<file path="config.mk">
export PLATFORM = sky130hd
export DESIGN_NAME = rst_sequencer
export DESIGN_NICKNAME = d
export VERILOG_FILES = /design/src/design/rst_sequencer.sv
export VERILOG_INCLUDE_DIRS = /design/src /design/src/include
export SDC_FILE = /design/constraint.sdc
export NUM_CORES = 1
export LEC_CHECK = 0
export BUFFER_PORTS_ARGS = -buffer_cell sky130_fd_sc_hd__buf_2
export CORE_AREA = 3 3 40 42
export DETAILED_ROUTE_END_ITERATION = 7
export DIE_AREA = 0 0 43 45
export PLACE_DENSITY = 0.39
export REMOVE_ABC_BUFFERS = 1
export SLEW_MARGIN = 20
export SYNTH_ARGS = -nofsm -noshare
export SYNTH_HDL_FRONTEND = slang
export SYNTH_SLANG_ARGS = --single-unit
</file>
<file path="constraint.sdc">
create_clock -name clk24mhz -period 4.1 [get_ports clk24mhz]
set_clock_uncertainty 0.05 [all_clocks]
set_input_delay 1.025 -clock clk24mhz [delete_from_list [all_inputs] [get_ports clk24mhz]]
set_output_delay 1.025 -clock clk24mhz [all_outputs]
set_load 0.03 [all_outputs]
</file>
<file path="src/include/soc_settings.svh">
// ==========================================================================
// Build-time sizes of the system fabric: bus widths, address map sizes,
// device ids, register offsets and the reset counter width.
// Include this file wherever one of these macros is needed.
// ==========================================================================
`ifndef SOC_SETTINGS_SVH
`define SOC_SETTINGS_SVH

// Bus widths
`define SOC_DATA_W 32
`define SOC_ADDR_W 30
`define SOC_SEL_W 4

// Map sizes in bytes
`define SOC_RAM_MAPSZ 32'h1000
`define SOC_DEV_MAPSZ 32'h100
`define SOC_INVALID_MAPSZ 32'h1000

// Ids reported by the device table
`define SOC_ID_RAM 1
`define SOC_ID_DEVTBL 7
`define SOC_ID_INTCTRL 3
`define SOC_ID_INVALID 0

`define SOC_RSTREG_OFFSET 15
`define SOC_INT_SRC_COUNT 2
`define SOC_RST_CNTR_W 6

`endif

</file>
<file path="src/design/rst_sequencer.sv">
// ==========================================================================
// Reset sequencer. rst_p or a software warm reset reloads a down-counter
// and the fabric stays in reset until it reaches zero. A power-off
// request is latched until the next rst_p.
// ==========================================================================
`timescale 1ns/100ps
`default_nettype none

`include "soc_settings.svh"

module rst_sequencer (
	 input  wire logic clk24mhz
	,input  wire logic rst_p
	,input  wire logic warm_rst_req_i
	,input  wire logic pwroff_req_i
	,output logic      sys_rst_o
	,output logic      pwroff_o
);

	logic [`SOC_RST_CNTR_W-1:0] rst_cntr;

	// Reload on any reset source, otherwise count down and stop at zero
	always_ff @(posedge clk24mhz) begin
		if (rst_p || warm_rst_req_i) begin
			rst_cntr <= '1;
		end else if (rst_cntr != '0) begin
			rst_cntr <= rst_cntr - 1'b1;
		end
	end

	assign sys_rst_o = (rst_cntr != '0);

	// Only a board reset clears the power-off request
	always_ff @(posedge clk24mhz) begin
		if (rst_p) begin
			pwroff_o <= 1'b0;
		end else if (pwroff_req_i) begin
			pwroff_o <= 1'b1;
		end
	end

endmodule

`default_nettype wire

</file>
==> key figures <==
Global route
  • Initial antenna violation count: 0
  • Total gr overflow: 0
  • All-Layer GR Usage: 0.07519
  • Grt met2 use: 0.1078
  • Top Usage Layer GRT: met2
  • First-pass GRT wire length: approximately 1000 um
  • Vias in the first global route: roughly 270
  • Largest net degree at the start of global routing: 8
  • GR Util met1: 0.08759
  • GR Util met3: 0.01195

Synthesis
  • Avg Cell Area, Syn: approximately 9.5 um^2
  • #FFs+latches synth: 7
  • Count of cell types in the netlist: 16
  • Post-synth top area cell: dfxtp_1
  • Post-synthesis sequential area ratio: 0.4358
  • Synth warnings: 0
  • Cells after Synth: 34
  • Post-Syn Area: 321.6 um^2
  • Synth top area share: 0.4358
  • Main area contributors after synthesis: dfxtp_1 (44%), xnor2_1 (8.2%), ha_1 (7.8%)

Timing
  • Final setup viols: 0
  • Relative slew slack: 0.7213
  • Unrepaired setup endpoints after global routing: false
  • Setup total negative slack: 0 ns
  • Slew @ Worst Pin: 0.4166 ns
  • Max Fclk: around 380 MHz
  • Share of the clock period used by the worst path: 0.6490
  • Minimum clock period: about 2.7 ns
  • Final Hold Vio Count: 0
  • Pins Over Slew Limit: 0

Floorplanning
  • Rows: 13
  • DIE HEIGHT: 45 um
  • Die area: just under 0.002 mm^2
  • # IOs: 6
  • Starting Density: 0.2502
  • Core footprint: between 0.001 and 0.0015 mm^2
  • Die Wd: roughly 43 um

Power and ir drop
  • Clock power frac: 0.442
  • Static Leak: 0.1709 nW
  • Sw Share: 0.2269
  • VDD IR max: ~0.00014 V
  • Pwr dens: roughly 360 mW/mm^2
  • Int Power: approximately 0.11 mW
  • Logic pwr share: 0.059
  • Part of the power in registers: 0.499
  • Net load switching power: 0.03240 mW

Route
  • Antenna violation net count after detailed routing: 0
  • Vias post-DR: approximately 270
  • Detailed Route WL: approximately 620 um
  • DRC violations left: 0
  • DRT Pass-1 Iters: 2
  • Per-cell routed wire length: 10.66 um
  • Via/cell ratio: approximately 4.7
  • DRT iter0 DRCs: 1

Worst setup path
  • Reg2Reg Setup Slack: roughly 2.6 ns
  • CP required: slightly above 3 ns
  • Crit start category: flop
  • Crit path DAT: 1.59 ns
  • Critical path class: flop to primary output
  • Critical path peak fanout: 6
  • Crit. End Element: primary output

Layout
  • Nets: 50
  • Fill cell count: 142
  • Share of post-route cells with drive strength above 1: 0.2093
  • Area Overhead vs Synth: 21.79%
  • ANT cells: 0
  • Final Instance Area: approximately 390 um^2

Clocking
  • CTS tree: built
  • CTS root buf: clkbuf_4
  • Clock buffer depth: 2
  • Num CTS Buffers: 3
  • Number of setup buffers added after CTS: 0
  • CTS resizes: 0
  • Clock Pin Slew Worst Setup and Hold Paths: 0.06 ns
  • Cts hold-fix bufs: 0
  • H-tree Lvls: 1
  • Clk sink count: 7
  • Clock latency on the worst-skew pair: 0.25 ns

Placement
  • Cell Area, Placed: 365.4 um^2
  • Post-detail-place hpwl: roughly 440 um
  • Port bufs: 5
  • Placer Congestion: roughly 0.74

Hold path
  • Hold Path Class: flop to flop

Status
  • Status: finished clean

Run
  • MaxCap Viol Count: 0
-- kinds of logic after synthesis --
family,Yosys count,share of synthesized area
AO/OA/AOI/OAI,9,0.1907
flip-flops,7,0.4358
AND/OR/NAND/NOR,10,0.1790
XOR/XNOR,3,0.08173
adder cells (fa/ha/maj),2,0.07781
buffers and inverters,3,0.03502
-- synth_stat cells --
| cell | instances |
|---|---|
| or4_1 | 1 |
| or3_4 | 1 |
| dfxtp_1 | 7 |
| nor3_1 | 2 |
| nor2_1 | 4 |
| a31oi_1 | 1 |
| inv_1 | 3 |
| a21oi_1 | 1 |
| o21ai_0 | 3 |
| xnor2_1 | 3 |
| nand2b_1 | 1 |
| nor3b_1 | 1 |
| o211a_1 | 2 |
| ha_1 | 2 |
| o31ai_1 | 1 |
| o211ai_1 | 1 |
-- power by group through the flow --
| stage | Clock, mW | Combinational, mW | Sequential [mW] |
|---|---|---|---|
| final | 0.0631 | 0.00836 | 0.0713 |
| after global routing | 0.0695 | 0.00937 | 0.0715 |
| after CTS | 0.0648 | 0.00849 | 0.0713 |
| after detailed placement | 0 | 0.00860 | 0.0727 |
| after global placement | 0 | 0.00845 | 0.0728 |
| after floorplan | 0 | 0.00383 | 0.0738 |
-- area by class of cell --
| class | count | area, um^2 | area share |
|---|---|---|---|
| multi-input cells | 24 | 170.2 | 0.4345 |
| clock buffers | 4 | 26.28 | 0.06709 |
| repair buffers | 5 | 25.02 | 0.06390 |
| inverters | 3 | 11.26 | 0.02875 |
| well taps | 15 | 18.77 | 0.04792 |
| flip-flops and latches | 7 | 140.1 | 0.3578 |
-- sequential cells by signal, summed over array words and instances (netlist names) --
register / flops
rst_cntr: 6
pwroff_o: 1
-- metal layers --
layer	part of all wire	up-vias
met2	0.45	6
met3	0.037	0
li1	-	138
met1	0.51	127
met5	0	-
met4	0	0
-- critical path, stage by stage (launching register included) --
cell and delay [ns]:
dfxtp_1 0.35, or3_4 0.42, nor2_1 0.31, inv_1 0.07, buf_2 0.18
-- path summary, 6_finish.rpt --
check | depth (start not counted) | startpoint | endpoint
setup / recovery | 4 | rst_cntr[2]$_SDFFE_PP1P_ | sys_rst_o
hold / removal | 2 | pwroff_o$_SDFFE_PP0P_ | pwroff_o$_SDFFE_PP0P_
setup reg to reg | 4 | rst_cntr[0]$_SDFFE_PP1P_ | rst_cntr[5]$_SDFFE_PP1P_
hold reg to reg | 2 | pwroff_o$_SDFFE_PP0P_ | pwroff_o$_SDFFE_PP0P_
-- cell usage in the layout, fill, tap and decap left out, drive strengths merged, types with 2 or more instances in the layout --
cell type  instances
clkbuf             4
o211a              2
nor3               2
nor2               4
dfxtp              7
buf                5
o21ai              3
xnor2              3
inv                3
ha                 2
-- per-stage QoR --
stage          hold slack [ns]  utilization  power (mW)  cells  setup slack [ns]
5_1_grt                 0.4700       0.3048      0.1503     58             1.336
6_report                0.4233       0.3048      0.1428     58             1.439
4_1_cts                 0.4431       0.3048      0.1446     58             1.442
2_1_floorplan           0.4076            -     0.07763     34             1.879
3_5_place_dp            0.4299       0.2843     0.08135     54             1.719
3_3_place_gp            0.3950       0.2843     0.08122     54             1.769
No activity file was read; power rests on OpenSTA's default activity.
