$ cat src/include/soc_settings.svh
// ==========================================================================
// Build-time sizes of the system fabric: bus widths, address map sizes,
// device ids, register offsets and the reset counter width.
// Include this file wherever one of these macros is needed.
// ==========================================================================
`ifndef SOC_SETTINGS_SVH
`define SOC_SETTINGS_SVH

// Bus widths
`define SOC_DATA_W 32
`define SOC_ADDR_W 30
`define SOC_SEL_W 4

// Map sizes in bytes
`define SOC_RAM_MAPSZ 32'h1000
`define SOC_DEV_MAPSZ 32'h100
`define SOC_INVALID_MAPSZ 32'h1000

// Ids reported by the device table
`define SOC_ID_RAM 1
`define SOC_ID_DEVTBL 7
`define SOC_ID_INTCTRL 3
`define SOC_ID_INVALID 0

`define SOC_RSTREG_OFFSET 15
`define SOC_INT_SRC_COUNT 2
`define SOC_RST_CNTR_W 6

`endif

$ cat src/design/soc_pkg.sv
// ==========================================================================
// Shared types of the system fabric: bus opcodes, slave indices and the
// address and data word types. Modules import it inside their body.
// ==========================================================================
`default_nettype none

`include "soc_settings.svh"

package soc_pkg;

	// Bus opcodes, OP_NONE means no request
	typedef enum logic [1:0] {
		OP_NONE  = 2'd0,
		OP_WRITE = 2'd1,
		OP_READ  = 2'd2,
		OP_SWAP  = 2'd3
	} pi1_op_e;

	// Slave indices in address map order
	typedef enum logic [1:0] {
		SLV_RAM     = 2'd0,
		SLV_DEVTBL  = 2'd1,
		SLV_INTCTRL = 2'd2,
		SLV_INVALID = 2'd3
	} slave_idx_e;

	typedef logic [`SOC_DATA_W-1:0] word_t;
	typedef logic [`SOC_ADDR_W-1:0] waddr_t;
	typedef logic [`SOC_SEL_W-1:0] sel_t;

endpackage

`default_nettype wire

$ cat src/design/pi1_bus_if.sv
// ==========================================================================
// One request/response bus link. The master holds op, addr, wdata and sel
// until the cycle where op is not OP_NONE and rdy is high.
// ==========================================================================
`timescale 1ns/100ps
`default_nettype none

interface pi1_bus_if;
	import soc_pkg::*;

	pi1_op_e op;
	waddr_t addr;
	word_t wdata;
	sel_t sel;
	word_t rdata;
	logic rdy;

	modport master (output op, addr, wdata, sel, input rdata, rdy);

	modport slave (input op, addr, wdata, sel, output rdata, rdy);

endinterface

`default_nettype wire

$ cat src/design/pi1_addr_decoder.sv
// ==========================================================================
// Address decoder between the bus master and the slaves. Only the slave
// owning the word address sees the request; unmapped addresses go to the
// built-in invalid-address slave, which completes at once and reads zero.
// ==========================================================================
`timescale 1ns/100ps
`default_nettype none

`include "soc_settings.svh"

module pi1_addr_decoder (
	 input wire logic  clk24mhz
	,input wire logic  sys_rst_i
	,pi1_bus_if.slave  bus_m
	,pi1_bus_if.master bus_ram
	,pi1_bus_if.master bus_devtbl
	,pi1_bus_if.master bus_intctrl
);
	import soc_pkg::*;

	// Map boundaries as word addresses
	localparam waddr_t DEVTBL_BASE  = waddr_t'(`SOC_RAM_MAPSZ / 4);
	localparam waddr_t INTCTRL_BASE = waddr_t'(DEVTBL_BASE + `SOC_DEV_MAPSZ / 4);
	localparam waddr_t MAP_END      = waddr_t'(INTCTRL_BASE + `SOC_DEV_MAPSZ / 4);

	slave_idx_e route_idx;
	slave_idx_e cur_idx_q;
	slave_idx_e active_idx;
	logic busy_q;

	always_comb begin
		if (bus_m.addr < DEVTBL_BASE) begin
			route_idx = SLV_RAM;
		end else if (bus_m.addr < INTCTRL_BASE) begin
			route_idx = SLV_DEVTBL;
		end else if (bus_m.addr < MAP_END) begin
			route_idx = SLV_INTCTRL;
		end else begin
			route_idx = SLV_INVALID;
		end
	end

	// Route is locked to the slave picked in the first cycle of a transfer
	always_ff @(posedge clk24mhz) begin
		if (sys_rst_i) begin
			busy_q <= 1'b0;
		end else if (bus_m.op != OP_NONE) begin
			busy_q <= !bus_m.rdy;
		end
	end

	always_ff @(posedge clk24mhz) begin
		if (!busy_q) begin
			cur_idx_q <= route_idx;
		end
	end

	assign active_idx = busy_q ? cur_idx_q : route_idx;

	assign bus_ram.op    = (active_idx == SLV_RAM) ? bus_m.op : OP_NONE;
	assign bus_ram.addr  = bus_m.addr;
	assign bus_ram.wdata = bus_m.wdata;
	assign bus_ram.sel   = bus_m.sel;

	assign bus_devtbl.op    = (active_idx == SLV_DEVTBL) ? bus_m.op : OP_NONE;
	assign bus_devtbl.addr  = bus_m.addr;
	assign bus_devtbl.wdata = bus_m.wdata;
	assign bus_devtbl.sel   = bus_m.sel;

	assign bus_intctrl.op    = (active_idx == SLV_INTCTRL) ? bus_m.op : OP_NONE;
	assign bus_intctrl.addr  = bus_m.addr;
	assign bus_intctrl.wdata = bus_m.wdata;
	assign bus_intctrl.sel   = bus_m.sel;

	// Response mux, the invalid slave answers with zero
	always_comb begin
		unique case (active_idx)
			SLV_RAM: begin
				bus_m.rdata = bus_ram.rdata;
				bus_m.rdy   = bus_ram.rdy;
			end
			SLV_DEVTBL: begin
				bus_m.rdata = bus_devtbl.rdata;
				bus_m.rdy   = bus_devtbl.rdy;
			end
			SLV_INTCTRL: begin
				bus_m.rdata = bus_intctrl.rdata;
				bus_m.rdy   = bus_intctrl.rdy;
			end
			default: begin
				bus_m.rdata = '0;
				bus_m.rdy   = !sys_rst_i;
			end
		endcase
	end

endmodule

`default_nettype wire

$ cat src/flat_wrapper.sv
// flat-port wrapper written by rule: the top's interface ports become plain ports
module pi1_addr_decoder_flat import soc_pkg::*;
  (clk24mhz, sys_rst_i, bus_m_op, bus_m_addr, bus_m_wdata, bus_m_sel, bus_m_rdata, bus_m_rdy, bus_ram_op, bus_ram_addr, bus_ram_wdata, bus_ram_sel, bus_ram_rdata, bus_ram_rdy, bus_devtbl_op, bus_devtbl_addr, bus_devtbl_wdata, bus_devtbl_sel, bus_devtbl_rdata, bus_devtbl_rdy, bus_intctrl_op, bus_intctrl_addr, bus_intctrl_wdata, bus_intctrl_sel, bus_intctrl_rdata, bus_intctrl_rdy);
  pi1_bus_if bus_m_i ();
  pi1_bus_if bus_ram_i ();
  pi1_bus_if bus_devtbl_i ();
  pi1_bus_if bus_intctrl_i ();
  input wire logic clk24mhz;
  input wire logic sys_rst_i;
  input wire logic [$bits(bus_m_i.op)-1:0] bus_m_op;
  input wire logic [$bits(bus_m_i.addr)-1:0] bus_m_addr;
  input wire logic [$bits(bus_m_i.wdata)-1:0] bus_m_wdata;
  input wire logic [$bits(bus_m_i.sel)-1:0] bus_m_sel;
  output wire logic [$bits(bus_m_i.rdata)-1:0] bus_m_rdata;
  output wire logic [$bits(bus_m_i.rdy)-1:0] bus_m_rdy;
  output wire logic [$bits(bus_ram_i.op)-1:0] bus_ram_op;
  output wire logic [$bits(bus_ram_i.addr)-1:0] bus_ram_addr;
  output wire logic [$bits(bus_ram_i.wdata)-1:0] bus_ram_wdata;
  output wire logic [$bits(bus_ram_i.sel)-1:0] bus_ram_sel;
  input wire logic [$bits(bus_ram_i.rdata)-1:0] bus_ram_rdata;
  input wire logic [$bits(bus_ram_i.rdy)-1:0] bus_ram_rdy;
  output wire logic [$bits(bus_devtbl_i.op)-1:0] bus_devtbl_op;
  output wire logic [$bits(bus_devtbl_i.addr)-1:0] bus_devtbl_addr;
  output wire logic [$bits(bus_devtbl_i.wdata)-1:0] bus_devtbl_wdata;
  output wire logic [$bits(bus_devtbl_i.sel)-1:0] bus_devtbl_sel;
  input wire logic [$bits(bus_devtbl_i.rdata)-1:0] bus_devtbl_rdata;
  input wire logic [$bits(bus_devtbl_i.rdy)-1:0] bus_devtbl_rdy;
  output wire logic [$bits(bus_intctrl_i.op)-1:0] bus_intctrl_op;
  output wire logic [$bits(bus_intctrl_i.addr)-1:0] bus_intctrl_addr;
  output wire logic [$bits(bus_intctrl_i.wdata)-1:0] bus_intctrl_wdata;
  output wire logic [$bits(bus_intctrl_i.sel)-1:0] bus_intctrl_sel;
  input wire logic [$bits(bus_intctrl_i.rdata)-1:0] bus_intctrl_rdata;
  input wire logic [$bits(bus_intctrl_i.rdy)-1:0] bus_intctrl_rdy;
  assign bus_m_i.op = bus_m_op;
  assign bus_m_i.addr = bus_m_addr;
  assign bus_m_i.wdata = bus_m_wdata;
  assign bus_m_i.sel = bus_m_sel;
  assign bus_m_rdata = bus_m_i.rdata;
  assign bus_m_rdy = bus_m_i.rdy;
  assign bus_ram_op = bus_ram_i.op;
  assign bus_ram_addr = bus_ram_i.addr;
  assign bus_ram_wdata = bus_ram_i.wdata;
  assign bus_ram_sel = bus_ram_i.sel;
  assign bus_ram_i.rdata = bus_ram_rdata;
  assign bus_ram_i.rdy = bus_ram_rdy;
  assign bus_devtbl_op = bus_devtbl_i.op;
  assign bus_devtbl_addr = bus_devtbl_i.addr;
  assign bus_devtbl_wdata = bus_devtbl_i.wdata;
  assign bus_devtbl_sel = bus_devtbl_i.sel;
  assign bus_devtbl_i.rdata = bus_devtbl_rdata;
  assign bus_devtbl_i.rdy = bus_devtbl_rdy;
  assign bus_intctrl_op = bus_intctrl_i.op;
  assign bus_intctrl_addr = bus_intctrl_i.addr;
  assign bus_intctrl_wdata = bus_intctrl_i.wdata;
  assign bus_intctrl_sel = bus_intctrl_i.sel;
  assign bus_intctrl_i.rdata = bus_intctrl_rdata;
  assign bus_intctrl_i.rdy = bus_intctrl_rdy;
  pi1_addr_decoder u_core (.clk24mhz(clk24mhz), .sys_rst_i(sys_rst_i), .bus_m(bus_m_i), .bus_ram(bus_ram_i), .bus_devtbl(bus_devtbl_i), .bus_intctrl(bus_intctrl_i));
endmodule
$ cat config.mk
export PLATFORM = sky130hd
export DESIGN_NAME = pi1_addr_decoder_flat
export DESIGN_NICKNAME = d
export VERILOG_FILES = /design/src/design/soc_pkg.sv /design/src/design/pi1_bus_if.sv /design/src/design/pi1_addr_decoder.sv /design/src/flat_wrapper.sv
export VERILOG_INCLUDE_DIRS = /design/src /design/src/include
export SDC_FILE = /design/constraint.sdc
export NUM_CORES = 1
export LEC_CHECK = 0
export ABC_AREA = 1
export BUFFER_PORTS_ARGS = -buffer_cell sky130_fd_sc_hd__buf_2
export CORE_AREA = 2 2 159 161
export DETAILED_ROUTE_END_ITERATION = 10
export DIE_AREA = 0 0 161 163
export PLACE_DENSITY = 0.33
export SYNTH_ARGS = -nofsm -noshare
export SYNTH_HDL_FRONTEND = slang
export SYNTH_SLANG_ARGS = --single-unit
$ cat constraint.sdc
create_clock -name clk24mhz -period 1.6 [get_ports clk24mhz]
set_input_delay 0.08 -clock clk24mhz [delete_from_list [all_inputs] [get_ports clk24mhz]]
set_output_delay 0.08 -clock clk24mhz [all_outputs]
set_load 0.02 [all_outputs]
==> flow_summary.json <==
{
  "routed_wl_microns": 10490,
  "start_util_pct": 10.75,
  "synth_xor_area_share_pct": 0,
  "yosys.area.top_type": "buf_4",
  "clk_latency_ps": 220,
  "area_growth_syn_to_layout_pct": 43.46,
  "yosys.area_share.simple_pct": 33.98,
  "grt_max_degree": 20,
  "cp.required_ps": 1520,
  "timing.setup.tns_ps": -7585,
  "antenna_found_initial": 0,
  "grt_usage_pct": 7.182,
  "grt_pass1_vias": 2597,
  "nNetsFinal": 662,
  "timing.final.crit_share_pct": 114.2,
  "routedWlPerCell_microns": 12.76,
  "arrival_ps": 1750,
  "fin_crit_ps": 1827,
  "yosys.area_share.adder_pct": 0,
  "first_iter_violations": 74,
  "powerDensity_mw_per_mm2": 252.5,
  "grt_overflow": 0,
  "vias": 2641,
  "cts_max_path_buffers": 2,
  "tritoncts": "yes",
  "synth-compound-area-share_pct": 0.5663,
  "violations": "negative setup slack",
  "gp_congestion": 0.6979,
  "most-common-layout-cells": "198 x buf_2, 43 x nand2_1, 39 x nand3_1, 39 x buf_6",
  "synth_top_family_by_area": "buffers and inverters",
  "netlist_area_sq_mm": 0.002651,
  "rows": 58,
  "die_area_sq_mm": 0.02624,
  "fill_cells": 2852,
  "hold_path_class": "in2reg",
  "final_common_cell": "buf_2",
  "cts_buffers": 3,
  "synthCells": 417,
  "die_x_microns": 161,
  "setup_viol": 40,
  "fmax_mhz": 547.5,
  "worst-path-max-fanout": 11,
  "ys_ff_latch": 3,
  "drive_gt1_share_pct": 76.22,
  "crit_type": "reg2out",
  "start_kind": "flop",
  "maxCapViolations": 0,
  "ys_top_cells_by_area": "buf_4 57%, nand3_1 13%, nand2_1 8.5%, nand2_2 4.7%, nor2_1 3.1%",
  "clock_sinks": 3,
  "dpl.hpwl_microns": 7940,
  "port_buffers": 237,
  "yosys_warnings": 0,
  "status": "complete, but fails checks",
  "crit_path_end_kind": "output pin",
  "drc_errors": 0,
  "n_antenna_cell": 0,
  "avgViaCountPerCell": 3.213,
  "irDropWorstVdd_uv": 275.8,
  "core-area_sq_mm": 0.02467,
  "synth_cell_types": 18,
  "synth_top_area_share_pct": 57.48,
  "setup_slack_ps": -226.6,
  "final_antenna_net_count": 0,
  "grt_pass1_wl_microns": 14480,
  "syn-num-nets": 586,
  "rsz0062_at_grt": "true",
  "drtPass1Iterations": 4,
  "die_h_microns": 163,
  "ios": 406,
  "leakagePower_nw": 2.054,
  "r2r_slack_ps": -30,
  "final_util_pct": 15.42,
  "clk_pin_slew_worst_paths_ps": 30,
  "syn_area_per_cell_sq_um": 6.358,
  "tightest_slew_ps": 296.6,
  "cts_max_level": 1,
  "seq_area_frac_synth_pct": 2.265,
  "finalMaxSlewViolations": 0,
  "cts_root_buffer": "clkbuf_16",
  "muxShareOfSynthArea_pct": 0,
  "slew_headroom_pct": 80.20,
  "finClkSkew_ps": 1.564,
  "finalHoldViolations": 0
}
==> worst max-delay path: stages, from the launching register on <==
cell	delay (ps)
dfxtp_2	310
inv_2	50
nand2_2	50
nor2_4	120
inv_1	70
nor2_2	90
nand2_2	80
nand2_4	110
buf_12	150
nor2_4	60
buf_12	160
nand2_2	50
nand3_1	80
buf_6	140
==> through the flow <==
stage | worst slack, ps | hold slack [ps] | cells | total power [mW] | cell area (sq um)
finish | -226.6 | 157.1 | 822 | 0.9605 | 3804
floorplan | 81.11 | 250.2 | 417 | 0.8319 | 2651
CTS | -279.1 | 151.6 | 821 | 0.9699 | 3664
global placement | -351.2 | 160.3 | 807 | 0.5602 | 2937
detailed placement | -359.8 | 160.3 | 807 | 0.5568 | 2937
global route | -366.1 | 160.0 | 822 | 1.018 | 3804
==> report_power, final <==
group | switching, mW | internal [mW]
clock | 0.0615 | 0.328
combinational | 0.273 | 0.219
sequential | 0.000967 | 0.0776
total | 0.336 | 0.625
==> final cells by class <==
type	instances	area [sq um]	area share [%]
Timing Repair Buffer	280	1943	51.09
Tap cell	330	412.9	10.86
Inverter	17	71.32	1.875
Multi-Input combinational cell	188	1236	32.50
Clock buffer	4	78.83	2.072
Sequential cell	3	61.31	1.612
==> routing by layer <==
| metal | GRT usage, % | up-vias | part of all wire [%] |
|---|---|---|---|
| met5 | 0 | - | 0 |
| met4 | 3.490 | 0 | 3.9 |
| met3 | 2.266 | 45 | 10 |
| met2 | 13.01 | 188 | 50 |
| met1 | 7.534 | 1151 | 35 |
| li1 | - | 1257 | - |
==> path summary, 6_finish.rpt <==
| kind | from | endpoint | cells after the start |
|---|---|---|---|
| hold reg to reg | u_core.busy_q | u_core.busy_q | 2 |
| setup reg to reg | u_core.busy_q | u_core.busy_q | 12 |
| hold / removal | sys_rst_i | u_core.busy_q | 4 |
| setup / recovery | u_core.busy_q | bus_m_rdata[6] | 13 |
==> cells in the mapped netlist, drive strengths merged <==
cell	count
inv	17
a21oi	1
nand4	2
buf	210
o21ai	2
nor2	31
nand3	70
dfxtp	3
nand2	81
==> logic make-up (layout without fill, tap and decap cells) <==
family / Yosys count / in the layout
buffers and inverters: 227 / 301
AND/OR/NAND/NOR: 184 / 185
AO/OA/AOI/OAI: 3 / 3
flip-flops: 3 / 3
==> repair_timing <==
item	in CTS	in global routing
endpoints found under the setup margin	40	40
pin swaps	13	4
setup buffers	8	0
gates resized for setup	139	29
hold buffers	0	0
cloned	2	1
==> registers in the layout, indices dropped and copies added (netlist names) <==
register	flops
u_core.cur_idx_q	2
u_core.busy_q	1
Power figures use the tool's default switching activity.
