File: src/include/soc_settings.svh
// ==========================================================================
// Build-time sizes of the system fabric: bus widths, address map sizes,
// device ids, register offsets and the reset counter width.
// Include this file wherever one of these macros is needed.
// ==========================================================================
`ifndef SOC_SETTINGS_SVH
`define SOC_SETTINGS_SVH

// Bus widths
`define SOC_DATA_W 32
`define SOC_ADDR_W 30
`define SOC_SEL_W 4

// Map sizes in bytes
`define SOC_RAM_MAPSZ 32'h1000
`define SOC_DEV_MAPSZ 32'h100
`define SOC_INVALID_MAPSZ 32'h1000

// Ids reported by the device table
`define SOC_ID_RAM 1
`define SOC_ID_DEVTBL 7
`define SOC_ID_INTCTRL 3
`define SOC_ID_INVALID 0

`define SOC_RSTREG_OFFSET 15
`define SOC_INT_SRC_COUNT 2
`define SOC_RST_CNTR_W 6

`endif

File: src/design/soc_pkg.sv
// ==========================================================================
// Shared types of the system fabric: bus opcodes, slave indices and the
// address and data word types. Modules import it inside their body.
// ==========================================================================
`default_nettype none

`include "soc_settings.svh"

package soc_pkg;

	// Bus opcodes, OP_NONE means no request
	typedef enum logic [1:0] {
		OP_NONE  = 2'd0,
		OP_WRITE = 2'd1,
		OP_READ  = 2'd2,
		OP_SWAP  = 2'd3
	} pi1_op_e;

	// Slave indices in address map order
	typedef enum logic [1:0] {
		SLV_RAM     = 2'd0,
		SLV_DEVTBL  = 2'd1,
		SLV_INTCTRL = 2'd2,
		SLV_INVALID = 2'd3
	} slave_idx_e;

	typedef logic [`SOC_DATA_W-1:0] word_t;
	typedef logic [`SOC_ADDR_W-1:0] waddr_t;
	typedef logic [`SOC_SEL_W-1:0] sel_t;

endpackage

`default_nettype wire

File: src/design/pi1_bus_if.sv
// ==========================================================================
// One request/response bus link. The master holds op, addr, wdata and sel
// until the cycle where op is not OP_NONE and rdy is high.
// ==========================================================================
`timescale 1ns/100ps
`default_nettype none

interface pi1_bus_if;
	import soc_pkg::*;

	pi1_op_e op;
	waddr_t addr;
	word_t wdata;
	sel_t sel;
	word_t rdata;
	logic rdy;

	modport master (output op, addr, wdata, sel, input rdata, rdy);

	modport slave (input op, addr, wdata, sel, output rdata, rdy);

endinterface

`default_nettype wire

File: src/design/int_ctrl.sv
// ==========================================================================
// Interrupt controller for the external sources. A read returns the
// lowest pending index, or all ones with nothing pending; writing index k
// clears that source and pulses its acknowledge for one cycle.
// ==========================================================================
`timescale 1ns/100ps
`default_nettype none

`include "soc_settings.svh"

module int_ctrl (
	 input wire logic                          clk24mhz
	,input wire logic                          sys_rst_i
	,pi1_bus_if.slave                          bus
	,input wire logic [`SOC_INT_SRC_COUNT-1:0] irq_i
	,output logic [`SOC_INT_SRC_COUNT-1:0]     irq_ack_o
	,output logic                              irq_o
);
	import soc_pkg::*;

	logic [`SOC_INT_SRC_COUNT-1:0] pending_q;
	logic [`SOC_INT_SRC_COUNT-1:0] clr;
	word_t lowest;
	logic accept;
	logic wr;

	assign accept = (bus.op != OP_NONE) && !bus.rdy;
	assign wr     = accept && (bus.op == OP_WRITE);

	// Scan downward so the lowest pending index wins
	always_comb begin
		lowest = '1;
		for (int k = `SOC_INT_SRC_COUNT - 1; k >= 0; k--) begin
			if (pending_q[k]) begin
				lowest = word_t'(k);
			end
		end
	end

	always_comb begin
		for (int k = 0; k < `SOC_INT_SRC_COUNT; k++) begin
			clr[k] = wr && (bus.wdata == word_t'(k));
		end
	end

	// A source being acknowledged cannot set again in the same cycle
	always_ff @(posedge clk24mhz) begin
		if (sys_rst_i) begin
			pending_q <= '0;
			irq_ack_o <= '0;
			bus.rdy   <= 1'b0;
		end else begin
			pending_q <= (pending_q | (irq_i & ~irq_ack_o)) & ~clr;
			irq_ack_o <= clr;
			bus.rdy   <= accept;
		end
	end

	always_ff @(posedge clk24mhz) begin
		if (accept) begin
			bus.rdata <= lowest;
		end
	end

	assign irq_o = |pending_q;

endmodule

`default_nettype wire

File: src/flat_wrapper.sv
// flat-port wrapper written by rule: the top's interface ports become plain ports
module int_ctrl_flat import soc_pkg::*;
  (clk24mhz, sys_rst_i, irq_i, irq_ack_o, irq_o, bus_op, bus_addr, bus_wdata, bus_sel, bus_rdata, bus_rdy);
  pi1_bus_if bus_i ();
  input wire logic clk24mhz;
  input wire logic sys_rst_i;
  input wire logic [`SOC_INT_SRC_COUNT-1:0] irq_i;
  output logic [`SOC_INT_SRC_COUNT-1:0] irq_ack_o;
  output logic irq_o;
  input wire logic [$bits(bus_i.op)-1:0] bus_op;
  input wire logic [$bits(bus_i.addr)-1:0] bus_addr;
  input wire logic [$bits(bus_i.wdata)-1:0] bus_wdata;
  input wire logic [$bits(bus_i.sel)-1:0] bus_sel;
  output wire logic [$bits(bus_i.rdata)-1:0] bus_rdata;
  output wire logic [$bits(bus_i.rdy)-1:0] bus_rdy;
  assign bus_i.op = bus_op;
  assign bus_i.addr = bus_addr;
  assign bus_i.wdata = bus_wdata;
  assign bus_i.sel = bus_sel;
  assign bus_rdata = bus_i.rdata;
  assign bus_rdy = bus_i.rdy;
  int_ctrl u_core (.clk24mhz(clk24mhz), .sys_rst_i(sys_rst_i), .bus(bus_i), .irq_i(irq_i), .irq_ack_o(irq_ack_o), .irq_o(irq_o));
endmodule
File: config.mk
export PLATFORM = sky130hd
export DESIGN_NAME = int_ctrl_flat
export DESIGN_NICKNAME = d
export VERILOG_FILES = /design/src/design/soc_pkg.sv /design/src/design/pi1_bus_if.sv /design/src/design/int_ctrl.sv /design/src/flat_wrapper.sv
export VERILOG_INCLUDE_DIRS = /design/src /design/src/include
export SDC_FILE = /design/constraint.sdc
export NUM_CORES = 1
export LEC_CHECK = 0
export ABC_AREA = 1
export CAP_MARGIN = 30
export CORE_AREA = 2 2 42 44
export DETAILED_ROUTE_END_ITERATION = 12
export DIE_AREA = 0 0 44 46
export DONT_BUFFER_PORTS = 1
export GPL_TIMING_DRIVEN = 0
export PLACE_DENSITY_LB_ADDON = 0.2
export SETUP_SLACK_MARGIN = 0.2
export SYNTH_ARGS = -nofsm -noshare
export SYNTH_HDL_FRONTEND = slang
export SYNTH_SLANG_ARGS = --single-unit
File: constraint.sdc
create_clock -name clk24mhz -period 2.3 [get_ports clk24mhz]
set_input_delay 0.115 -clock clk24mhz [delete_from_list [all_inputs] [get_ports clk24mhz]]
set_output_delay 0.115 -clock clk24mhz [all_outputs]
set_load 0.02 [all_outputs]
==> results of run 1 <==
worst reg2reg max path, cell delays in order, from the launching register on:
cell and delay, ns:
dfxtp_1 0.46, inv_1 0.09, o21ai_0 0.13, inv_1 0.11
registers in the layout, summed over array words and instances (netlist names):
| register | count |
|---|---|
| u_core.bus.rdata | 2 |
| u_core.bus.rdy | 1 |
| u_core.irq_ack_o | 2 |
| u_core.pending_q | 2 |
final timing paths:
check	from	to	slack, ns
setup / recovery	u_core.bus.rdata[30]	bus_rdata[25]	0.67
hold reg to reg	u_core.pending_q[0]	u_core.bus.rdata[0]	0.47
setup reg to reg	u_core.bus.rdy	u_core.bus.rdata[30]	1.26
hold / removal	sys_rst_i	u_core.pending_q[0]	0.04
cell usage after synthesis:
cell	instances
nand2_1	11
nor3_1	2
buf_4	30
o21ai_0	3
nor2_2	2
nor2_1	27
dfxtp_1	5
nand3_1	2
inv_1	10
edfxtp_1	2
layer usage:
metal | vias to the layer above | part of all wire (%) | track usage [%]
li1 | 261 | - | -
met1 | 199 | 39 | 12.1
met2 | 44 | 46 | 16.2
met3 | 2 | 14 | 3.97
met4 | 0 | 1.1 | 9.09
met5 | - | 0 | 0
layout make-up:
type | count | share of cell area [%]
inverters | 10 | 5.60
flip-flops and latches | 7 | 23.9
well taps | 17 | 3.17
multi-input cells | 47 | 28.4
clock buffers | 4 | 3.92
plain buffers | 30 | 33.6
repair buffers | 1 | 1.49
cell usage in the layout, fill, tap and decap left out:
master,synthesis,final
inv_1,10,10
nand2_1,11,11
nor2_2,2,2
nor2_1,27,27
o21ai_0,3,3
dlygate4sd3_1,0,1
clkbuf_4,0,3
dfxtp_1,5,5
clkbuf_1,0,1
nand3_1,2,2
buf_4,30,30
nor3_1,2,2
edfxtp_1,2,2
report_power, final:
part | internal (mW) | total [mW] | switching [mW]
registers | 0.135 | 0.156 | 0.0210
clock network | 0.0660 | 0.107 | 0.0415
logic | 0.0736 | 0.175 | 0.101
total | 0.275 | 0.438 | 0.163
stage by stage:
stage	cells	setup WS, ns
after floorplan	94	1.04
after global placement	111	0.963
after detailed placement	111	0.918
after CTS	116	0.640
after global routing	116	0.522
final	116	0.674
logic make-up after synthesis:
family                 count (synthesis)  share of synthesized area, %
AND/OR/NAND/NOR                       44                          28.6
AO/OA/AOI/OAI                          3                          2.45
flip-flops                             7                          26.1
buffers and inverters                 40                          42.9
repair_timing:
item | 4_1_cts | 5_1_grt
hold buffers | 1 | 0
hold endpoints to repair | 3 | 0
buffers inserted | 0 | 0
setup endpoints to repair | 0 | 0
==> metrics.cfg, run 1 <==
[outcome]
outcome=complete, no violations

[timing]
hold_viol_final=0
timing.fmax_mhz=615
rsz0062_at_grt=false
period_share_pct=70.7
relSlewSlack_pct=35.6
timing.hold.ws_ns=0.0439
tightest_slew_ns=0.967
skew_ns=0.00113
setup_viol=0
timing.final.max_slew_violations=0
fin_crit_ns=1.63
final.setup.tns_ns=0

[placement]
gp_congestion=0.695
port_buffers=0
hpwl_um=972
placed_area_sq_um=634

[worst_hold_path]
hold_path_depth=3
min_path_type=input port to flop

[routing]
drtAntennaViolNets=0
first_pass_iters=3
vias_per_cell=4.36
first_iter_violations=1
vias=506
wire_per_inst_um=9.79
routed_wl_mm=1.14
drc=0

[synthesis]
synth_seq_cells=7
synth_area_leader_cell=buf_4
synth_warnings=0
netlist_area_sq_um=613
syn_inst=94
synth-seq-area-share_pct=26.1
synth_cell_types=10
synth.top_cell.area_share_pct=36.7
syn_nets=166
syn_avg_cell_area_sq_um=6.52
synth.area.top_cells=buf_4 (37%), nor2_1 (17%), dfxtp_1 (16%), edfxtp_1 (9.8%), nand2_1 (6.7%)

[floorplanning]
die_w_um=44
initial_core_util_pct=38.0
core_sq_um=1610
fp.dieH_um=46
dieArea_sq_um=2020
row_count=15
io_pins=108

[clocking]
cts_tree=yes
clkTransAtPathRegs_ns=0.05
numCtsBuffers=3
ctsResizeCount=0
cts_htree_levels=1
root_buffer=clkbuf_4
clockBufferDepth=2
cts.sinks=7
insertion_delay_ns=0.24

[layout]
utilization_pct=41.6
fin_area_sq_um=671
drive_gt1_share_pct=35.4
multi_input_area_sq_um=190
insertedDiodeCount=0
fill_cells=191
syn2layout_area_growth_pct=9.39
seq_area_sq_um=160
layout.nets=172

[power_and_ir_drop]
power_leakage_nw=0.336
powerDensity_nw_per_um2=654
peakVddDrop_mv=0.154
power_uw=438

[critical_path]
critPathTopFamily=flip-flops
cpMaxStageDelayCell=edfxtp_1
endpoint_kind=output pin
cp_num_buf_inv=1
reg2reg_depth=3
crit_required_ns=2.18
critical_path_arrival_ns=1.51
slowest_delay_ns=0.98
worstPathMaxFanout=31
crit_chain=buf_4
cp.depth=1
startpoint_type=flop
crit_type=flop to output pin

[grt]
grt_pass1_vias=404
grt_overflow=0
grt_max_degree=32
grt_pass1_wl_mm=1.57
antenna_found_initial=0
grt_util_all_layers_pct=10.8

[run]
drv_cap=0

Power figures use the tool's default switching activity.
==> run 2, diff against run 1 <==
==> constraint.sdc (replaced) <==
create_clock -name clk24mhz -period 1.6 [get_ports clk24mhz]
set_input_delay 0.08 -clock clk24mhz [delete_from_list [all_inputs] [get_ports clk24mhz]]
set_output_delay 0.08 -clock clk24mhz [all_outputs]
set_load 0.02 [all_outputs]
==> metrics.cfg, run 2 (synthesized netlist as in run 1, its figures left out) <==
[routing]
drtAntennaViolNets=0  ; unchanged
wire_per_inst_um=9.88  ; +0.91%
vias=520  ; +2.8%
drc=0  ; unchanged
first_iter_violations=1  ; unchanged
vias_per_cell=4.37  ; +0.18%
first_pass_iters=3  ; unchanged
routed_wl_mm=1.18  ; +3.5%

[grt]
grt_overflow=0  ; unchanged
grt_util_all_layers_pct=11.9  ; +1.1 points
grt_max_degree=15  ; -53%
antenna_found_initial=0  ; unchanged
grt_pass1_vias=435  ; +7.7%
grt_pass1_wl_mm=1.74  ; +11%

[layout]
most-common-layout-cells=buf_4 (31), nor2_1 (27), nand2_1 (11)
drive_gt1_share_pct=36.3  ; +0.92 points
syn2layout_area_growth_pct=12.0
final_common_cell=buf_4
largestRegisters=u_core.bus.rdata x2, u_core.irq_ack_o x2, u_core.pending_q x2
utilization_pct=42.6  ; +1.0 points
fin_cells=119  ; +2.6%
insertedDiodeCount=0  ; unchanged
layout.nets=175  ; +1.7%

[power_and_ir_drop]
p_sw_share_pct=37.2  ; -0.059 points
power_leakage_nw=0.346  ; +3.0%
intPower_uw=400  ; +46%
power_frac_seq_pct=33.2  ; -2.5 points
powerDensity_nw_per_um2=928  ; +42%
p_switching_uw=237  ; +45%
pwr-share-clk_pct=24.2  ; -0.3 points
combPwrFrac_pct=42.6  ; +2.8 points
peakVddDrop_mv=0.222  ; +44%

[floorplanning]
core_sq_um=1610  ; unchanged
row_count=15  ; unchanged
io_pins=108  ; unchanged
dieArea_sq_um=2020  ; unchanged
fp.dieH_um=46  ; unchanged
initial_core_util_pct=38.0  ; unchanged
die_w_um=44  ; unchanged

[timing]
timing.fmax_mhz=765
finalWorstSetupSlack_ns=0.293  ; -0.381 ns
timing.final.max_slew_violations=0  ; unchanged
setup_viol=0  ; unchanged
rsz0062_at_grt=true
relSlewSlack_pct=74.9  ; +39 points
skew_ns=0.00113  ; unchanged
final.setup.tns_ns=0  ; unchanged
tightest_slew_ns=0.377  ; -0.589 ns
fin_crit_ns=1.31
period_share_pct=81.7
hold_viol_final=0  ; unchanged

[critical_path]
crit_type=flop to output pin
crit_required_ns=1.52  ; -0.66 ns
critical_path_arrival_ns=1.23  ; -0.28 ns
endpoint_kind=output pin
worstPathMaxFanout=14  ; -55%
startpoint_type=flop

[clocking]
clockBufferDepth=2  ; unchanged
clkTransAtPathRegs_ns=0.05  ; about the same
cts_htree_levels=1  ; unchanged
insertion_delay_ns=0.24  ; about the same
root_buffer=clkbuf_4
cts.sinks=7  ; unchanged
cts_tree=yes
numCtsBuffers=3  ; unchanged

[placement]
gp_congestion=0.695  ; unchanged
port_buffers=0  ; unchanged
dp_cells=111  ; unchanged
preCtsSetupSlack_ns=0.253  ; -0.665 ns
hpwl_um=972  ; unchanged

[run]
drv_cap=0  ; unchanged

[worst_hold_path]
min_path_type=input port to flop

[outcome]
outcome=complete, no violations

[run 2: cell count changes in the layout (fill, tap and decap cells not counted)]
cell and delta:
buf_1 +1, buf_2 +1, buf_4 +1
[run 2: area by class of cell]
type / instances / area, sq um
buffer: 30 / 225
clock buffer: 4 / 26.3
fill: 188 / 927
inverter: 10 / 37.5
multi-input combinational: 47 / 190
sequential: 7 / 160
tap: 17 / 21.3
timing repair buffer: 4 / 26.3
[run 2: path summary, 6_finish.rpt]
| path | slack, ns | from | cells past startpoint | end |
|---|---|---|---|---|
| min reg2reg | 0.47 | u_core.pending_q[0] | 1 | u_core.bus.rdata[0] |
| max reg2reg | 0.57 | u_core.bus.rdy | 3 | u_core.bus.rdata[30] |
| max | 0.29 | u_core.bus.rdata[30] | 2 | bus_rdata[15] |
| min | 0.009 | sys_rst_i | 3 | u_core.pending_q[0] |
[run 2: metal layers]
metal,wire [um],part of all wire [%],global-route usage (%),vias to the layer above
met5,0,0,0,-
met4,13,1.1,9.09,0
met3,154,13,3.97,2
met2,554,47,17.4,44
met1,453,39,14.3,206
li1,-,-,-,268
[run 2: power groups by stage]
stage	Combinational (mW)	Sequential (mW)	Clock, mW
global route	0.292	0.214	0.174
floorplan	0.238	0.224	0
global placement	0.249	0.228	0
detailed placement	0.251	0.229	0
finish	0.272	0.212	0.154
CTS	0.276	0.212	0.160
[run 2: timing repair]
item | in CTS | in global routing
endpoints found under the setup margin | 30 | 26
hold endpoints to repair | 3 | 0
gates resized for setup | 0 | 0
hold buffers | 1 | 0
setup buffers | 3 | 0
[run 2: through the flow]
| step | cell area, sq um | power, mW | hold slack [ns] |
|---|---|---|---|
| final | 687 | 0.638 | 0.00885 |
| after global routing | 687 | 0.681 | 0.0161 |
| after CTS | 687 | 0.648 | 0.00786 |
| after detailed placement | 634 | 0.480 | 0.156 |
| after global placement | 634 | 0.477 | 0.154 |
| after floorplan | 613 | 0.462 | 0.152 |
[run 2: worst max-delay path: stages, from the launching register on]
cell and delay, ns:
edfxtp_1 0.57, buf_4 0.26, buf_4 0.16
