[src/include/soc_settings.svh]
// ==========================================================================
// Build-time sizes of the system fabric: bus widths, address map sizes,
// device ids, register offsets and the reset counter width.
// Include this file wherever one of these macros is needed.
// ==========================================================================
`ifndef SOC_SETTINGS_SVH
`define SOC_SETTINGS_SVH

// Bus widths
`define SOC_DATA_W 32
`define SOC_ADDR_W 30
`define SOC_SEL_W 4

// Map sizes in bytes
`define SOC_RAM_MAPSZ 32'h1000
`define SOC_DEV_MAPSZ 32'h100
`define SOC_INVALID_MAPSZ 32'h1000

// Ids reported by the device table
`define SOC_ID_RAM 1
`define SOC_ID_DEVTBL 7
`define SOC_ID_INTCTRL 3
`define SOC_ID_INVALID 0

`define SOC_RSTREG_OFFSET 15
`define SOC_INT_SRC_COUNT 2
`define SOC_RST_CNTR_W 6

`endif

[src/design/soc_pkg.sv]
// ==========================================================================
// Shared types of the system fabric: bus opcodes, slave indices and the
// address and data word types. Modules import it inside their body.
// ==========================================================================
`default_nettype none

`include "soc_settings.svh"

package soc_pkg;

	// Bus opcodes, OP_NONE means no request
	typedef enum logic [1:0] {
		OP_NONE  = 2'd0,
		OP_WRITE = 2'd1,
		OP_READ  = 2'd2,
		OP_SWAP  = 2'd3
	} pi1_op_e;

	// Slave indices in address map order
	typedef enum logic [1:0] {
		SLV_RAM     = 2'd0,
		SLV_DEVTBL  = 2'd1,
		SLV_INTCTRL = 2'd2,
		SLV_INVALID = 2'd3
	} slave_idx_e;

	typedef logic [`SOC_DATA_W-1:0] word_t;
	typedef logic [`SOC_ADDR_W-1:0] waddr_t;
	typedef logic [`SOC_SEL_W-1:0] sel_t;

endpackage

`default_nettype wire

[src/design/pi1_bus_if.sv]
// ==========================================================================
// One request/response bus link. The master holds op, addr, wdata and sel
// until the cycle where op is not OP_NONE and rdy is high.
// ==========================================================================
`timescale 1ns/100ps
`default_nettype none

interface pi1_bus_if;
	import soc_pkg::*;

	pi1_op_e op;
	waddr_t addr;
	word_t wdata;
	sel_t sel;
	word_t rdata;
	logic rdy;

	modport master (output op, addr, wdata, sel, input rdata, rdy);

	modport slave (input op, addr, wdata, sel, output rdata, rdy);

endinterface

`default_nettype wire

[src/design/dev_table.sv]
// ==========================================================================
// Device table. Even word 2i holds the id of slave i, bit 31 flagging
// interrupt use, odd word 2i+1 its map size. The reset register takes
// 2 for a warm reset and 1 for power-off.
// ==========================================================================
`timescale 1ns/100ps
`default_nettype none

`include "soc_settings.svh"

module dev_table (
	 input wire logic clk24mhz
	,input wire logic sys_rst_i
	,pi1_bus_if.slave bus
	,output logic     warm_rst_req_o
	,output logic     pwroff_req_o
);
	import soc_pkg::*;

	localparam int OFS_W = $clog2(`SOC_DEV_MAPSZ / 4);
	localparam int SLV_COUNT = 4;

	logic [OFS_W-1:0] offset;
	slave_idx_e slv;
	word_t id_word;
	word_t sz_word;
	logic accept;
	logic rst_wr;

	assign offset = bus.addr[OFS_W-1:0];
	assign slv    = slave_idx_e'(offset[2:1]);
	assign accept = (bus.op != OP_NONE) && !bus.rdy;
	assign rst_wr = accept && (bus.op == OP_WRITE) && (offset == OFS_W'(`SOC_RSTREG_OFFSET));

	always_comb begin
		unique case (slv)
			SLV_RAM: begin
				id_word = word_t'(`SOC_ID_RAM);
				sz_word = word_t'(`SOC_RAM_MAPSZ);
			end
			SLV_DEVTBL: begin
				id_word = word_t'(`SOC_ID_DEVTBL);
				sz_word = word_t'(`SOC_DEV_MAPSZ);
			end
			SLV_INTCTRL: begin
				// Only entry with interrupts in use
				id_word = word_t'(`SOC_ID_INTCTRL) | {1'b1, {(`SOC_DATA_W - 1){1'b0}}};
				sz_word = word_t'(`SOC_DEV_MAPSZ);
			end
			default: begin
				id_word = word_t'(`SOC_ID_INVALID);
				sz_word = word_t'(`SOC_INVALID_MAPSZ);
			end
		endcase
	end

	always_ff @(posedge clk24mhz) begin
		if (sys_rst_i) begin
			bus.rdy        <= 1'b0;
			warm_rst_req_o <= 1'b0;
			pwroff_req_o   <= 1'b0;
		end else begin
			bus.rdy        <= accept;
			// Value 3 requests neither
			warm_rst_req_o <= rst_wr && (bus.wdata[1:0] == 2'b10);
			pwroff_req_o   <= rst_wr && (bus.wdata[1:0] == 2'b01);
		end
	end

	always_ff @(posedge clk24mhz) begin
		if (accept) begin
			if (offset >= OFS_W'(2 * SLV_COUNT)) begin
				bus.rdata <= '0;
			end else if (offset[0]) begin
				bus.rdata <= sz_word;
			end else begin
				bus.rdata <= id_word;
			end
		end
	end

endmodule

`default_nettype wire

[src/flat_wrapper.sv]
// flat-port wrapper written by rule: the top's interface ports become plain ports
module dev_table_flat import soc_pkg::*;
  (clk24mhz, sys_rst_i, warm_rst_req_o, pwroff_req_o, bus_op, bus_addr, bus_wdata, bus_sel, bus_rdata, bus_rdy);
  pi1_bus_if bus_i ();
  input wire logic clk24mhz;
  input wire logic sys_rst_i;
  output logic warm_rst_req_o;
  output logic pwroff_req_o;
  input wire logic [$bits(bus_i.op)-1:0] bus_op;
  input wire logic [$bits(bus_i.addr)-1:0] bus_addr;
  input wire logic [$bits(bus_i.wdata)-1:0] bus_wdata;
  input wire logic [$bits(bus_i.sel)-1:0] bus_sel;
  output wire logic [$bits(bus_i.rdata)-1:0] bus_rdata;
  output wire logic [$bits(bus_i.rdy)-1:0] bus_rdy;
  assign bus_i.op = bus_op;
  assign bus_i.addr = bus_addr;
  assign bus_i.wdata = bus_wdata;
  assign bus_i.sel = bus_sel;
  assign bus_rdata = bus_i.rdata;
  assign bus_rdy = bus_i.rdy;
  dev_table u_core (.clk24mhz(clk24mhz), .sys_rst_i(sys_rst_i), .bus(bus_i), .warm_rst_req_o(warm_rst_req_o), .pwroff_req_o(pwroff_req_o));
endmodule
[config.mk]
export PLATFORM = sky130hd
export DESIGN_NAME = dev_table_flat
export DESIGN_NICKNAME = d
export VERILOG_FILES = /design/src/design/soc_pkg.sv /design/src/design/pi1_bus_if.sv /design/src/design/dev_table.sv /design/src/flat_wrapper.sv
export VERILOG_INCLUDE_DIRS = /design/src /design/src/include
export SDC_FILE = /design/constraint.sdc
export NUM_CORES = 1
export LEC_CHECK = 0
export ABC_CLOCK_PERIOD_IN_PS = 1200
export BUFFER_PORTS_ARGS = -buffer_cell sky130_fd_sc_hd__buf_4
export CAP_MARGIN = 5
export CORE_MARGIN = 5
export CORE_UTILIZATION = 27
export CTS_BUF_LIST = sky130_fd_sc_hd__clkbuf_4 sky130_fd_sc_hd__clkbuf_8
export CTS_CLUSTER_DIAMETER = 120
export DETAILED_ROUTE_END_ITERATION = 10
export GPL_TIMING_DRIVEN = 0
export PLACE_DENSITY = 0.78
export REMOVE_ABC_BUFFERS = 1
export SYNTH_ARGS = -nofsm -noshare
export SYNTH_HDL_FRONTEND = slang
export SYNTH_SLANG_ARGS = --single-unit
export TNS_END_PERCENT = 5
[constraint.sdc]
create_clock -name clk24mhz -period 1.2 [get_ports clk24mhz]
set_input_delay 0.12 -clock clk24mhz [delete_from_list [all_inputs] [get_ports clk24mhz]]
set_output_delay 0.12 -clock clk24mhz [all_outputs]
set_load 0.02 [all_outputs]
==> impl_metrics.env, run 1 <==
export IMPL_die_w_um=57.0
export IMPL_irDropWorstVdd_mv=0.385
export IMPL_dieHeight_um=57.0
export IMPL_p_per_area_nw_per_um2=1100
export IMPL_first_iter_violations=1
export IMPL_yosysTopAreaCell="buf_4"
export IMPL_power_leakage_nw=0.351
export IMPL_fillCellCount=226
export IMPL_cts_setup_buffers=0
export IMPL_fin_crit_sh_pct=95.5
export IMPL_std_cell_rows=17
export IMPL_ys_ff_latch=9
export IMPL_die_area_um2=3250
export IMPL_setup_tns_ns=0
export IMPL_grt_max_degree=7
export IMPL_critPathCaptureType="flip-flop"
export IMPL_place_congestion=0.651
export IMPL_final_max_slew_viol_count=0
export IMPL_cpMaxStageDelayCell="or4b_4"
export IMPL_syn_avg_cell_area_um2=10.3
export IMPL_grt_overflow=0
export IMPL_multiInputGateArea_um2=259
export IMPL_drt_wl_total_um=1080
export IMPL_drtPass1Iterations=2
export IMPL_start_util_pct=27.7
export IMPL_syn_inst=58
export IMPL_antenna_found_initial=0
export IMPL_layout_nets=155
export IMPL_vias=413
export IMPL_drive_gt1_share_pct=34.6
export IMPL_cts_buffers=3
export IMPL_status="complete, no violations"
export IMPL_min_delay_start="sys_rst_i"
export IMPL_yosysWarnings=0
export IMPL_cts_tree="done"
export IMPL_period_minus_slack_ns=1.15
export IMPL_ff_latch_area_um2=241
export IMPL_setup_viol=0
export IMPL_path_cells="or4b_4, nor4_2"
export IMPL_grt_pass1_vias=443
export IMPL_power_mw=0.795
export IMPL_final_common_cell="conb_1"
export IMPL_timing_fmax_mhz=873
export IMPL_ys_types=15
export IMPL_crit_buf_inv=0
export IMPL_crit_start="u_core.bus.rdy"
export IMPL_cpPeakStageDelay_ns=0.53
export IMPL_area_growth_pct=21.4
export IMPL_clk_latency_ns=0.25
export IMPL_cp_top_family="simple AND/OR/NAND/NOR gates"
export IMPL_grt_total_usage_pct=7.19
export IMPL_rr_startpoint="u_core.bus.rdy"
export IMPL_grt_pass1_wl_um=1750
export IMPL_preCtsSetupSlack_ns=0.0481
export IMPL_setup_ws_ns=0.0544
export IMPL_clockRootBuffer="clkbuf_4"
export IMPL_hp_class="in -> reg"
export IMPL_pin_count=105
export IMPL_crit_arrival_ns=1.32
export IMPL_whs_ns=0.0299
export IMPL_core_area_um2=2150
export IMPL_clkSinkCount=9
export IMPL_final_core_util_pct=33.7
export IMPL_synth_area_um2=596
export IMPL_clk_pin_slew_ns=0.06
export IMPL_path_class="reg -> reg"
export IMPL_synth_top_cell_area_share_pct=32.8
export IMPL_final_cell_mix="26 x conb_1, 20 x buf_4, 6 x edfxtp_1, 4 x nor2_1, 4 x clkbuf_4"
export IMPL_start_kind="flip-flop"
export IMPL_antenna_left=0
export IMPL_drt_wirelength_per_cell_um=9.94
export IMPL_max_cap_violations=0
export IMPL_dp_hpwl_um=961
export IMPL_fin_skew_ns=0.000983
export IMPL_cp_max_fo=4
export IMPL_netlist_top_cells_area="buf_4 33%, edfxtp_1 30%, dfxtp_1 10%"
export IMPL_portBuffers=20
export IMPL_max_clock_path_buffers=2
export IMPL_synth_yosys_seq_area_share_pct=40.3
export IMPL_finalHoldViolCount=0
export IMPL_viasPerCell=3.79
export IMPL_worstPathRequired_ns=1.37
export IMPL_cts_htree_levels=1
export IMPL_r2r_slack_ns=0.05
export IMPL_diodes=0
export IMPL_drcViolationCount=0
power breakdown:
part / leakage [nW] / switching [mW] / internal, mW
Sequential: 0.0871 / 0.00660 / 0.351
Combinational: 0.245 / 0.136 / 0.0575
Clock: 0.0184 / 0.0944 / 0.150
Total: 0.351 / 0.237 / 0.559
cell type report:
class	count	area share (%)
clock buffer	4	4.15
inverter	2	1.04
multi-input combinational	46	35.8
sequential	9	33.4
tap	28	4.84
timing repair buffer	20	20.8
synthesized netlist by cell type, drive strengths merged:
master,n
nor3,2
edfxtp,6
dfxtp,3
and2,2
nor3b,1
nor4,3
or4,1
ha,3
inv,2
nand4b,2
conb,1
or3b,1
or4b,1
buf,26
nor2,4
metrics by stage:
stage / area, um2 / cells
floorplan: 494 / 57
finish: 723 / 109
global route: 723 / 109
global placement: 679 / 105
CTS: 709 / 109
detailed placement: 679 / 105
routing by layer:
| layer | vias up | wire length [um] | part of all wire [%] | GRT usage (%) |
|---|---|---|---|---|
| li1 | 194 | - | - | - |
| met3 | 2 | 158 | 15 | 2.94 |
| met2 | 39 | 491 | 45 | 10.3 |
| met4 | 0 | 22 | 2.0 | 6.95 |
| met5 | - | 0 | 0 | 0 |
| met1 | 178 | 411 | 38 | 7.89 |
worst paths after layout:
path | cells past startpoint | to
setup reg to reg | 2 | u_core.warm_rst_req_o
hold / removal | 2 | u_core.bus.rdy
hold reg to reg | 1 | u_core.bus.rdy
setup / recovery | 2 | u_core.warm_rst_req_o
repair_timing:
action	in CTS	in global routing
hold buffers	0	0
gates resized for setup	0	3
setup endpoints to repair	0	2
sequential cells by signal, indices dropped and copies added, names as in the netlist:
name / flops
u_core.bus.rdata: 6
u_core.bus.rdy: 1
u_core.pwroff_req_o: 1
u_core.warm_rst_req_o: 1
logic make-up after synthesis:
group                    after synthesis  synth area share, %
AND/OR/NAND/NOR                       17                 18.7
other                                  1                0.630
adder cells (fa/ha/maj)                3                 6.30
flip-flops                             9                 40.3
buffers and inverters                 28                 34.0
(Power assumes the default switching activity.)
==> inputs of run 2 (changes only) <==
--- a/config.mk
+++ b/config.mk
@@ -6,16 +6,16 @@
 export SDC_FILE = /design/constraint.sdc
 export NUM_CORES = 1
 export LEC_CHECK = 0
-export ABC_CLOCK_PERIOD_IN_PS = 1200
+export ABC_CLOCK_PERIOD_IN_PS = 1000
 export BUFFER_PORTS_ARGS = -buffer_cell sky130_fd_sc_hd__buf_4
 export CAP_MARGIN = 5
 export CORE_MARGIN = 5
-export CORE_UTILIZATION = 27
+export CORE_UTILIZATION = 25
 export CTS_BUF_LIST = sky130_fd_sc_hd__clkbuf_4 sky130_fd_sc_hd__clkbuf_8
 export CTS_CLUSTER_DIAMETER = 120
 export DETAILED_ROUTE_END_ITERATION = 10
 export GPL_TIMING_DRIVEN = 0
-export PLACE_DENSITY = 0.78
+export PLACE_DENSITY = 0.76
 export REMOVE_ABC_BUFFERS = 1
 export SYNTH_ARGS = -nofsm -noshare
 export SYNTH_HDL_FRONTEND = slang
==> constraint.sdc (replaced) <==
create_clock -name clk24mhz -period 1 [get_ports clk24mhz]
set_input_delay 0.1 -clock clk24mhz [delete_from_list [all_inputs] [get_ports clk24mhz]]
set_output_delay 0.1 -clock clk24mhz [all_outputs]
set_load 0.02 [all_outputs]
==> impl_metrics.env, run 2 (synthesized netlist as in run 1, its figures left out) <==
export IMPL_status="complete, but fails checks"
export IMPL_die_area_um2=3460
export IMPL_clkSinkCount=9
export IMPL_grt_pass1_vias=395
export IMPL_cpPeakStageDelay_ns=0.51
export IMPL_core_area_um2=2230
export IMPL_cts_setup_buffers=0
export IMPL_top_register="u_core.bus.rdata"
export IMPL_rsz0062_at_grt="true"
export IMPL_dp_hpwl_um=944
export IMPL_clk_latency_ns=0.25
export IMPL_drive_gt1_share_pct=35.4
export IMPL_place_congestion=0.670
export IMPL_power_frac_comb_pct=24.6
export IMPL_clk_pin_slew_ns=0.06
export IMPL_power_leakage_nw=0.362
export IMPL_cts_buffers=3
export IMPL_max_cap_violations=0
export IMPL_die_w_um=58.8
export IMPL_fillCellCount=228
export IMPL_diodes=0
export IMPL_portBuffers=20
export IMPL_preCtsSetupSlack_ns=-0.197
export IMPL_setup_ws_ns=-0.0693
export IMPL_antenna_found_initial=0
export IMPL_crit_arrival_ns=1.24
export IMPL_first_iter_violations=2
export IMPL_p_per_area_nw_per_um2=1290
export IMPL_viasPerCell=3.70
export IMPL_power_internal_mw=0.674
export IMPL_drt_wl_total_um=1100
export IMPL_stdcell_area_um2=744
export IMPL_timing_fmax_mhz=935
export IMPL_clkPwrFrac_pct=30.7
export IMPL_drtPass1Iterations=2
export IMPL_period_minus_slack_ns=1.07
export IMPL_grt_pass1_wl_um=1600
export IMPL_start_util_pct=26.7
export IMPL_grt_max_degree=7
export IMPL_final_max_slew_viol_count=0
export IMPL_start_kind="flip-flop"
export IMPL_pin_count=105
export IMPL_final_common_cell="conb_1"
export IMPL_crit_buf_inv=0
export IMPL_cp_max_fo=4
export IMPL_std_cell_rows=17
export IMPL_antenna_left=0
export IMPL_layout_nets=156
export IMPL_cpMaxStageDelayCell="or4b_4"
export IMPL_worstPathRequired_ns=1.17
export IMPL_power_mw=0.963
export IMPL_dieHeight_um=58.8
export IMPL_fin_skew_ns=0.00612
export IMPL_irDropWorstVdd_mv=0.488
export IMPL_p_sw_share_pct=30.0
export IMPL_cts_tree="done"
export IMPL_power_switching_mw=0.289
export IMPL_fin_crit_sh_pct=107
export IMPL_hp_class="in -> reg"
export IMPL_r2r_slack_ns=-0.07
export IMPL_vias=407
export IMPL_finalHoldViolCount=0
export IMPL_grt_overflow=0
export IMPL_path_class="reg -> reg"
export IMPL_setup_viol=2
export IMPL_largest_reg_flops=6
export IMPL_critPathCaptureType="flip-flop"
export IMPL_drt_wirelength_per_cell_um=9.98
export IMPL_final_cell_mix="26 x conb_1, 20 x buf_4, 6 x edfxtp_1, 4 x clkbuf_4"
export IMPL_violations="setup timing"
export IMPL_area_growth_pct=25.0
export IMPL_drcViolationCount=0
export IMPL_grt_total_usage_pct=6.26
export IMPL_max_clock_path_buffers=2
export IMPL_cp_top_family="simple AND/OR/NAND/NOR gates"
export IMPL_power_frac_seq_pct=44.7
export IMPL_path_cells="or4b_4, nor4_4"
export IMPL_placed_cell_area_um2=679
export IMPL_cts_htree_levels=1
export IMPL_clockRootBuffer="clkbuf_4"
==> run 2: final timing paths <==
| check | cells after the start | start | to |
|---|---|---|---|
| min reg2reg | 1 | u_core.bus.rdy | u_core.bus.rdy |
| max reg2reg | 2 | u_core.bus.rdy | u_core.pwroff_req_o |
| min | 3 | bus_wdata[0] | u_core.warm_rst_req_o |
| max | 2 | u_core.bus.rdy | u_core.pwroff_req_o |
==> run 2: power groups by stage <==
stage          logic [mW]  clock network, mW  registers [mW]
2_1_floorplan       0.115                  0           0.465
3_3_place_gp        0.224                  0           0.436
3_5_place_dp        0.227                  0           0.437
4_1_cts             0.233              0.309           0.430
5_1_grt             0.257              0.336           0.432
6_report            0.237              0.295           0.430
==> run 2: timing repair <==
| item | 4_1_cts | 5_1_grt |
|---|---|---|
| hold buffers | 1 | 0 |
| pin swaps | 3 | 0 |
| setup endpoints to repair | 8 | 2 |
| hold endpoints to repair | 1 | 0 |
| gates resized for setup | 4 | 1 |
==> run 2: worst reg2reg max path: cells and delay by family (launching register included) <==
family / cells / cell delay, ns
simple gates: 2 / 0.65
flops: 1 / 0.34
==> run 2: layout make-up <==
class | instances | area (um2) | area share, %
inverter | 2 | 7.51 | 1.01
clock buffer | 4 | 30.0 | 4.03
sequential | 9 | 241 | 32.4
tap | 28 | 35.0 | 4.71
multi-input combinational | 46 | 270 | 36.3
timing repair buffer | 21 | 160 | 21.5
==> run 2: through the flow <==
stage,cells,hold WS (ns),setup TNS [ns],utilization [%]
global placement,105,0.274,-0.610,30.4
floorplan,57,0.177,-0.707,-
finish,110,0.133,-0.137,33.3
detailed placement,105,0.280,-1.05,30.4
CTS,110,0.118,-0.152,32.9
global route,110,0.126,-0.204,33.3
==> run 2: per-layer routing <==
metal  vias to the layer above  track usage (%)  wire length (um)
met5                         -                0                 0
met4                         0             1.94                 0
met3                         0             4.39               215
met2                        35             9.15               509
met1                       180             7.26               373
li1                        192                -                 -
